===== config.mk =====
export PLATFORM = sky130hd
export DESIGN_NAME = whack_top
export DESIGN_NICKNAME = d
export VERILOG_FILES = /design/src/common/game_pkg.sv /design/src/game/game_core.sv /design/src/key_decoder.sv /design/src/seg_display.sv /design/src/whack_top.sv
export SDC_FILE = /design/constraint.sdc
export NUM_CORES = 1
export LEC_CHECK = 0
export BUFFER_PORTS_ARGS = -buffer_cell sky130_fd_sc_hd__buf_2
export CAP_MARGIN = 0
export CORE_MARGIN = 5
export CORE_UTILIZATION = 50
export DETAILED_ROUTE_END_ITERATION = 8
export PLACE_DENSITY_LB_ADDON = 0.1
export SLEW_MARGIN = 20
export SYNTH_ARGS = -nofsm -noshare
export SYNTH_HDL_FRONTEND = slang
export SYNTH_SLANG_ARGS = --single-unit

===== constraint.sdc =====
create_clock -name clk -period 5.2 [get_ports clk]
set_input_delay 1.04 -clock clk [delete_from_list [all_inputs] [get_ports clk]]
set_output_delay 1.04 -clock clk [all_outputs]
set_load 0.01 [all_outputs]

===== src/common/game_pkg.sv =====
package game_pkg;

        typedef logic [7:0]  scan_t;
        typedef logic [3:0]  digit_t;  // 15 is blank
        typedef logic [7:0]  bcd2_t;
        typedef logic [15:0] nums_t;   // leftmost digit in [15:12]
        typedef logic [15:0] led_t;

        typedef enum logic [1:0] {
                st_idle,
                st_setup,
                st_play,
                st_final
        } game_state_t;

        // keyboard set 2 codes
        parameter scan_t brk_prefix = 8'hf0;
        parameter scan_t ext_prefix = 8'he0;
        parameter scan_t space_code = 8'h29;

        parameter scan_t main_codes [0:9] = '{
                8'h45, 8'h16, 8'h1e, 8'h26, 8'h25, 8'h2e, 8'h36, 8'h3d, 8'h3e, 8'h46
        };
        parameter scan_t pad_codes [0:9] = '{
                8'h70, 8'h69, 8'h72, 8'h7a, 8'h6b, 8'h73, 8'h74, 8'h6c, 8'h75, 8'h7d
        };

        parameter led_t lfsr_taps    = 16'hb400;
        parameter led_t lfsr_seed    = 16'hace1;
        parameter led_t led_time_sel = 16'hff01;
        parameter led_t led_goal_sel = 16'h80ff;

        parameter bcd2_t time_default = 8'h30;
        parameter bcd2_t goal_default = 8'h10;

endpackage


===== src/game/game_core.sv =====
`timescale 1ns/1ps

module game_core #(
        parameter int TICK_DIV = 50_000_000
) (
        input  logic             clk,
        input  logic             out_rst,
        input  logic             start,
        input  logic             key_hit,
        input  game_pkg::digit_t key_num,
        input  logic             space_hit,
        output game_pkg::led_t   led,
        output game_pkg::nums_t  nums
);

        localparam int tw = (TICK_DIV > 1) ? $clog2(TICK_DIV) : 1;
        localparam logic [tw-1:0] tick_last = tw'(TICK_DIV - 1);

        game_pkg::game_state_t state;
        game_pkg::game_state_t state_n;
        logic                  start_q;
        logic                  start_pulse;
        logic                  sel_goal;   // field being typed, 0 is time
        logic                  sel_goal_n;
        game_pkg::bcd2_t       time_fld;
        game_pkg::bcd2_t       time_fld_n;
        game_pkg::bcd2_t       goal_fld;
        game_pkg::bcd2_t       goal_fld_n;
        game_pkg::bcd2_t       remain;
        game_pkg::bcd2_t       remain_n;
        game_pkg::bcd2_t       score;
        game_pkg::bcd2_t       score_n;
        game_pkg::led_t        lfsr;
        game_pkg::led_t        lfsr_n;
        game_pkg::led_t        led_n;
        game_pkg::nums_t       nums_n;
        logic [tw-1:0]         tick_cnt;
        logic                  tick;

        function automatic game_pkg::bcd2_t bcd_inc(input game_pkg::bcd2_t v);
                if (v[3:0] != 4'd9)
                        return {v[7:4], v[3:0] + 4'd1};
                if (v[7:4] == 4'd9)
                        return 8'h00;
                return {v[7:4] + 4'd1, 4'd0};
        endfunction

        function automatic game_pkg::bcd2_t bcd_dec(input game_pkg::bcd2_t v);
                if (v[3:0] != 4'd0)
                        return {v[7:4], v[3:0] - 4'd1};
                return {v[7:4] - 4'd1, 4'd9};
        endfunction

        // galois lfsr shifting right
        function automatic game_pkg::led_t lfsr_step(input game_pkg::led_t v);
                if (v[0])
                        return (v >> 1) ^ game_pkg::lfsr_taps;
                return v >> 1;
        endfunction

        assign tick = (state == game_pkg::st_play) && (tick_cnt == tick_last);

        always_comb begin
                state_n    = state;
                sel_goal_n = sel_goal;
                time_fld_n = time_fld;
                goal_fld_n = goal_fld;
                remain_n   = remain;
                score_n    = score;
                lfsr_n     = lfsr;
                case (state)
                game_pkg::st_idle: begin
                        sel_goal_n = 1'b0;
                        time_fld_n = game_pkg::time_default;
                        goal_fld_n = game_pkg::goal_default;
                        if (start_pulse)
                                state_n = game_pkg::st_setup;
                end
                game_pkg::st_setup: begin
                        if (space_hit)
                                sel_goal_n = !sel_goal;
                        if (key_hit && sel_goal)
                                goal_fld_n = {goal_fld[3:0], key_num};
                        else if (key_hit)
                                time_fld_n = {time_fld[3:0], key_num};
                        if (start_pulse) begin
                                state_n  = game_pkg::st_play;
                                remain_n = time_fld;
                                score_n  = 8'h00;
                                lfsr_n   = game_pkg::lfsr_seed;
                        end
                end
                game_pkg::st_play: begin
                        if (score == goal_fld || remain == 8'h00)
                                state_n = game_pkg::st_final;
                        if (key_hit && lfsr[key_num])
                                score_n = bcd_inc(score);
                        if (tick && remain != 8'h00) begin
                                remain_n = bcd_dec(remain);
                                lfsr_n   = lfsr_step(lfsr);
                        end
                end
                default: begin
                        if (start_pulse)
                                state_n = game_pkg::st_idle;
                end
                endcase
        end

        // outputs follow the next state so they land with it
        always_comb begin
                case (state_n)
                game_pkg::st_idle: begin
                        led_n  = '0;
                        nums_n = '1;
                end
                game_pkg::st_setup: begin
                        led_n  = sel_goal_n ? game_pkg::led_goal_sel : game_pkg::led_time_sel;
                        nums_n = {time_fld_n, goal_fld_n};
                end
                game_pkg::st_play: begin
                        led_n  = lfsr_n;
                        nums_n = {remain_n, score_n};
                end
                default: begin
                        led_n  = '1;
                        nums_n = nums;  // frozen
                end
                endcase
        end

        always_ff @(posedge clk or posedge out_rst) begin
                if (out_rst) begin
                        state       <= game_pkg::st_idle;
                        start_q     <= 1'b0;
                        start_pulse <= 1'b0;
                        sel_goal    <= 1'b0;
                        time_fld    <= game_pkg::time_default;
                        goal_fld    <= game_pkg::goal_default;
                        remain      <= 8'h00;
                        score       <= 8'h00;
                        lfsr        <= game_pkg::lfsr_seed;
                        tick_cnt    <= '0;
                        led         <= '0;
                        nums        <= '1;
                end else begin
                        start_q     <= start;
                        start_pulse <= start && !start_q;  // rising edge
                        state       <= state_n;
                        sel_goal    <= sel_goal_n;
                        time_fld    <= time_fld_n;
                        goal_fld    <= goal_fld_n;
                        remain      <= remain_n;
                        score       <= score_n;
                        lfsr        <= lfsr_n;
                        led         <= led_n;
                        nums        <= nums_n;
                        if (state != game_pkg::st_play || tick)
                                tick_cnt <= '0;
                        else
                                tick_cnt <= tick_cnt + 1'b1;
                end
        end

        // idle, setup, play, final and round to idle, no skipping
        a_state_order: assert property (@(posedge clk) disable iff (out_rst)
                state != $past(state) |-> state == 2'($past(state) + 2'd1));

        a_score_bcd: assert property (@(posedge clk) disable iff (out_rst)
                score[3:0] <= 4'd9 && score[7:4] <= 4'd9);

endmodule


===== src/key_decoder.sv =====
`timescale 1ns/1ps

module key_decoder (
        input  logic             clk,
        input  logic             out_rst,
        input  game_pkg::scan_t  scan_code,
        input  logic             scan_valid,
        output logic             key_hit,
        output game_pkg::digit_t key_num,
        output logic             space_hit
);

        logic             brk_seen;   // last byte was F0
        game_pkg::scan_t  held;       // key currently down, 0 if none
        logic             is_digit;
        game_pkg::digit_t dec_num;
        logic             is_prefix;
        logic             fresh_make;

        // main row and keypad both map to 0..9
        always_comb begin
                is_digit = 1'b0;
                dec_num  = 4'hf;
                for (int i = 0; i < 10; i++) begin
                        if (scan_code == game_pkg::main_codes[i] ||
                            scan_code == game_pkg::pad_codes[i]) begin
                                is_digit = 1'b1;
                                dec_num  = game_pkg::digit_t'(i);
                        end
                end
        end

        assign is_prefix  = (scan_code == game_pkg::brk_prefix) ||
                            (scan_code == game_pkg::ext_prefix);
        assign fresh_make = scan_valid && !is_prefix && !brk_seen && (scan_code != held);

        always_ff @(posedge clk or posedge out_rst) begin
                if (out_rst) begin
                        brk_seen  <= 1'b0;
                        held      <= '0;
                        key_hit   <= 1'b0;
                        space_hit <= 1'b0;
                end else begin
                        key_hit   <= fresh_make && is_digit;
                        space_hit <= fresh_make && (scan_code == game_pkg::space_code);
                        if (scan_valid) begin
                                if (scan_code == game_pkg::brk_prefix) begin
                                        brk_seen <= 1'b1;
                                end else if (scan_code != game_pkg::ext_prefix) begin
                                        brk_seen <= 1'b0;
                                        if (!brk_seen)
                                                held <= scan_code;
                                        else if (scan_code == held)
                                                held <= '0;  // released
                                end
                        end
                end
        end

        always_ff @(posedge clk) begin
                if (fresh_make && is_digit)
                        key_num <= dec_num;
        end

        a_one_event: assert property (@(posedge clk) disable iff (out_rst)
                !(key_hit && space_hit));

endmodule


===== src/seg_display.sv =====
`timescale 1ns/1ps

module seg_display #(
        parameter int SCAN_DIV = 100_000
) (
        input  logic            clk,
        input  logic            out_rst,
        input  game_pkg::nums_t nums,
        output logic [3:0]      digit,
        output logic [6:0]      display
);

        localparam int sw = (SCAN_DIV > 1) ? $clog2(SCAN_DIV) : 1;
        localparam logic [sw-1:0] scan_last = sw'(SCAN_DIV - 1);

        logic [sw-1:0]    refresh;
        logic             slot_end;
        logic [3:0]       digit_n;
        game_pkg::digit_t nib;
        logic [6:0]       seg;

        assign slot_end = (refresh == scan_last);

        // anode ring walks 3 -> 0, starts from all off
        assign digit_n = (digit == 4'b1111) ? 4'b0111 : {digit[0], digit[3:1]};

        always_comb begin
                case (digit_n)
                4'b0111: nib = nums[15:12];
                4'b1011: nib = nums[11:8];
                4'b1101: nib = nums[7:4];
                default: nib = nums[3:0];
                endcase
        end

        // active low, a in bit 0
        always_comb begin
                case (nib)
                4'd0:    seg = 7'h40;
                4'd1:    seg = 7'h79;
                4'd2:    seg = 7'h24;
                4'd3:    seg = 7'h30;
                4'd4:    seg = 7'h19;
                4'd5:    seg = 7'h12;
                4'd6:    seg = 7'h02;
                4'd7:    seg = 7'h78;
                4'd8:    seg = 7'h00;
                4'd9:    seg = 7'h10;
                default: seg = 7'h7f;  // blank
                endcase
        end

        always_ff @(posedge clk or posedge out_rst) begin
                if (out_rst) begin
                        refresh <= '0;
                        digit   <= 4'b1111;
                        display <= 7'h7f;
                end else if (slot_end) begin
                        refresh <= '0;
                        digit   <= digit_n;
                        display <= seg;
                end else begin
                        refresh <= refresh + 1'b1;
                end
        end

        // once scanning starts it never goes dark or doubles up
        a_one_anode: assert property (@(posedge clk) disable iff (out_rst)
                (digit != 4'b1111) |=> $onehot(~digit));

endmodule


===== src/whack_top.sv =====
`timescale 1ns/1ps

module whack_top #(
        parameter int TICK_DIV = 50_000_000,
        parameter int SCAN_DIV = 100_000
) (
        input  logic            clk,
        input  logic            out_rst,
        input  game_pkg::scan_t scan_code,
        input  logic            scan_valid,
        input  logic            start,
        output game_pkg::led_t  led,
        output logic [3:0]      digit,
        output logic [6:0]      display
);

        logic             key_hit;
        game_pkg::digit_t key_num;
        logic             space_hit;
        game_pkg::nums_t  nums;

        key_decoder key_decoder_inst (
                .clk        (clk),
                .out_rst    (out_rst),
                .scan_code  (scan_code),
                .scan_valid (scan_valid),
                .key_hit    (key_hit),
                .key_num    (key_num),
                .space_hit  (space_hit)
        );

        game_core #(.TICK_DIV(TICK_DIV)) game_core_inst (
                .clk       (clk),
                .out_rst   (out_rst),
                .start     (start),
                .key_hit   (key_hit),
                .key_num   (key_num),
                .space_hit (space_hit),
                .led       (led),
                .nums      (nums)
        );

        seg_display #(.SCAN_DIV(SCAN_DIV)) seg_display_inst (
                .clk     (clk),
                .out_rst (out_rst),
                .nums    (nums),
                .digit   (digit),
                .display (display)
        );

endmodule


==> impl_metrics.env <==
export IMPL_outcome="finished clean"
export IMPL_cap_violations=0
export IMPL_post_route_drc_count=0
export IMPL_ys_warn_count=0
export IMPL_gp_congestion=0.869
export IMPL_fin_ws_ns=1.45
export IMPL_ys_ff_latch=154
export IMPL_worst_slew_pin_slew_ns=1.06
export IMPL_dp_hpwl_mm=14.6
export IMPL_numCtsBuffers=17
export IMPL_min_period_over_period=0.721
export IMPL_synth_cells=894
export IMPL_hold_viol_final=0
export IMPL_worst_clock_skew_ns=0.0112
export IMPL_cp_max_fo=20
export IMPL_initial_utilization=0.511
export IMPL_critPathLaunchType="flip-flop"
export IMPL_setup_viol=0
export IMPL_path_class="reg -> reg"
export IMPL_max_freq_mhz=267
export IMPL_grt_pass1_vias=6901
export IMPL_rsz0062_at_grt="false"
export IMPL_htree_levels=4
export IMPL_drive_above_1_share=0.152
export IMPL_die_w_um=140
export IMPL_cts_sinks=154
export IMPL_drt_iter0_drc=562
export IMPL_yosys_cell_types_count=72
export IMPL_grt_pass1_wl_mm=35.0
export IMPL_clk_transition_reported_paths_ns=0.06
export IMPL_power_density_mw_per_mm2=471
export IMPL_fill_cells=1486
export IMPL_syn_area_per_cell_um2=9.49
export IMPL_synthArstFlopShare=0.974
export IMPL_routed_wl_mm=20.9
export IMPL_slew_violations=0
export IMPL_cts_max_path_buffers=2
export IMPL_synth_top_area_share=0.330
export IMPL_cts_tree="done"
export IMPL_synth_area_leaders="dfrtp_1 (33%), dfstp_2 (12%), xor2_1 (4.3%), nand2_1 (4.0%), a21oi_1 (3.4%)"
export IMPL_cp_required_ns=5.55
export IMPL_synth_edf_count=4
export IMPL_cts_resized_gates=0
export IMPL_syn2layout_area_growth_pct=10.4
export IMPL_nets=941
export IMPL_hp_class="reg -> reg"
export IMPL_ys_seq_area_frac=0.462
export IMPL_synth_top_area_cell="dfrtp_1"
export IMPL_vias=6967
export IMPL_io_buffers=38
export IMPL_slew_headroom=0.292
export IMPL_grt_max_degree=85
export IMPL_arrival_ns=4.11
export IMPL_rows=47
export IMPL_synth_area_mm2=0.00848
export IMPL_synth_ff_type="dfrtp_1"
export IMPL_ant_nets=0
export IMPL_pre_cts_slack_ns=1.55
export IMPL_root_buffer="clkbuf_16"
export IMPL_cp_end_kind="flip-flop"
export IMPL_fp_coreArea_mm2=0.0166
export IMPL_post_drt_via_cell_ratio=6.10
export IMPL_synth_nets=926
export IMPL_first_pass_iters=5
export IMPL_hold_buffers=0
export IMPL_overflow=0
export IMPL_grt_usage=0.218
export IMPL_ir_worst_vdd_uv=293
export IMPL_fin_crit_ns=3.75
export IMPL_setup_tns_ns=0
export IMPL_clock_latency_ns=0.44
export IMPL_p_leak_nw=4.17
export IMPL_num_io_pins=39
export IMPL_antenna_found_initial=0
export IMPL_n_antenna_cell=0
export IMPL_die_h_um=140
export IMPL_post_cts_setup_buffers=0
export IMPL_fp_dieArea_mm2=0.0197
export IMPL_routedWlPerCell_um=18.3
[synth_stat cells, types with 5 or more instances]
master / number
a22o_1: 21
and2_1: 5
nor4_1: 15
xnor2_1: 12
o31ai_1: 5
o22ai_1: 6
or2_2: 6
dfrtp_1: 112
a2bb2oi_1: 9
clkbuf_1: 34
a211oi_1: 6
dfstp_2: 38
nor3_1: 12
nand3_1: 38
inv_1: 31
buf_2: 7
nor2_1: 75
nor2b_1: 9
and4_1: 8
a221oi_1: 12
nand2_1: 90
xor2_1: 42
or3_1: 11
nand4_1: 14
a21o_1: 10
o21ai_0: 41
and3_1: 14
a21oi_1: 58
mux2i_1: 11
a22oi_1: 10
nand3b_1: 15
nand2b_1: 12
a31oi_1: 7
ha_1: 20
mux2_2: 6
[through the flow]
stage	cell area (um2)	util	hold slack [ns]	power, mW	std cells
6_report	9370	0.565	0.405	4.41	1142
5_1_grt	9370	0.565	0.420	4.68	1142
4_1_cts	9370	0.565	0.407	4.43	1142
3_5_place_dp	8800	0.530	0.385	3.21	1110
3_3_place_gp	8800	0.530	0.390	3.16	1110
2_1_floorplan	8480	-	0.378	2.76	894
[metal layers]
| metal | track usage | vias up | part of all wire |
|---|---|---|---|
| li1 | - | 3276 | - |
| met2 | 0.349 | 212 | 0.48 |
| met4 | 0.0918 | 0 | 0.028 |
| met1 | 0.292 | 3438 | 0.44 |
| met3 | 0.0385 | 41 | 0.048 |
| met5 | 0 | - | 0 |
[report_power, final]
part	internal (mW)	switching, mW
clock	0.666	0.532
sequential	1.46	0.140
combinational	0.576	1.03
[cell families (layout without fill, tap and decap cells)]
logic type      Yosys count  after routing  share of synthesized area
simple gates            342            342                      0.208
xor+xnor                 54             54                     0.0558
mux                      17             17                     0.0210
flops                   154            154                      0.462
buf+inv                  78            106                     0.0369
compound gates          228            228                      0.185
fa+ha+maj                21             21                     0.0307
[flip-flops by register name, summed over array words and instances (netlist names), 2 cells and up]
name                      cells
game_core_inst.remain         8
game_core_inst.nums          16
game_core_inst.time_fld       8
game_core_inst.led           16
game_core_inst.score          8
key_decoder_inst.held         8
seg_display_inst.digit        4
seg_display_inst.display      7
game_core_inst.goal_fld       8
game_core_inst.state          2
seg_display_inst.refresh     17
game_core_inst.tick_cnt      26
key_decoder_inst.key_num      4
game_core_inst.lfsr          16
[layout by cell type, fill, tap and decap left out, drive strengths merged, types with 5 or more instances in the layout]
master,n
dfrtp,112
nand2,91
nor2,76
a21oi,58
o21ai,43
buf,43
xor2,42
nand3,38
dfstp,38
inv,36
a22o,21
ha,20
clkbuf,17
nand3b,15
nor4,15
and3,14
nand4,14
a221oi,12
nor3,12
nand2b,12
xnor2,12
or3,11
mux2i,11
a21o,10
a22oi,10
nor2b,9
a2bb2oi,9
and4,8
a31oi,7
mux2,6
a211oi,6
o22ai,6
or2,6
and2,5
clkinvlp,5
o31ai,5
[cell type report]
class / instances / area [um2] / share of cell area
clock inverters: 15 / 143 / 0.0152
repair buffers: 43 / 228 / 0.0243
inverters: 31 / 121 / 0.0130
flip-flops and latches: 154 / 3920 / 0.419
multi-input cells: 662 / 4250 / 0.454
well taps: 220 / 275 / 0.0294
clock buffers: 17 / 425 / 0.0454
[critical path, stage by stage, from the launching register on]
cell and delay, ns:
dfrtp_1 0.45, inv_1 0.12, ha_1 0.63, inv_1 0.44, o21a_1 0.29, a21o_1 0.16, inv_1 0.11, ha_1 0.68
a21oi_1 0.40, nor3b_1 0.26, a21oi_1 0.12
[final timing paths]
path                                                   start                                endpoint  slack (ns)  depth (start not counted)
max                        game_core_inst.state[0]$_DFF_PP0_         game_core_inst.led[7]$_DFF_PP0_        1.45                         10
min reg2reg                 game_core_inst.start_q$_DFF_PP0_    game_core_inst.start_pulse$_DFF_PP0_        0.40                          1
min                         game_core_inst.start_q$_DFF_PP0_    game_core_inst.start_pulse$_DFF_PP0_        0.40                          1
min in group asynchronous                            out_rst  seg_display_inst.refresh[16]$_DFF_PP0_        0.74                          2
max reg2reg                game_core_inst.state[0]$_DFF_PP0_         game_core_inst.led[7]$_DFF_PP0_        1.45                         10
max in group asynchronous                            out_rst       game_core_inst.lfsr[15]$_DFF_PP1_        3.42                          3
Power figures use the tool's default switching activity.
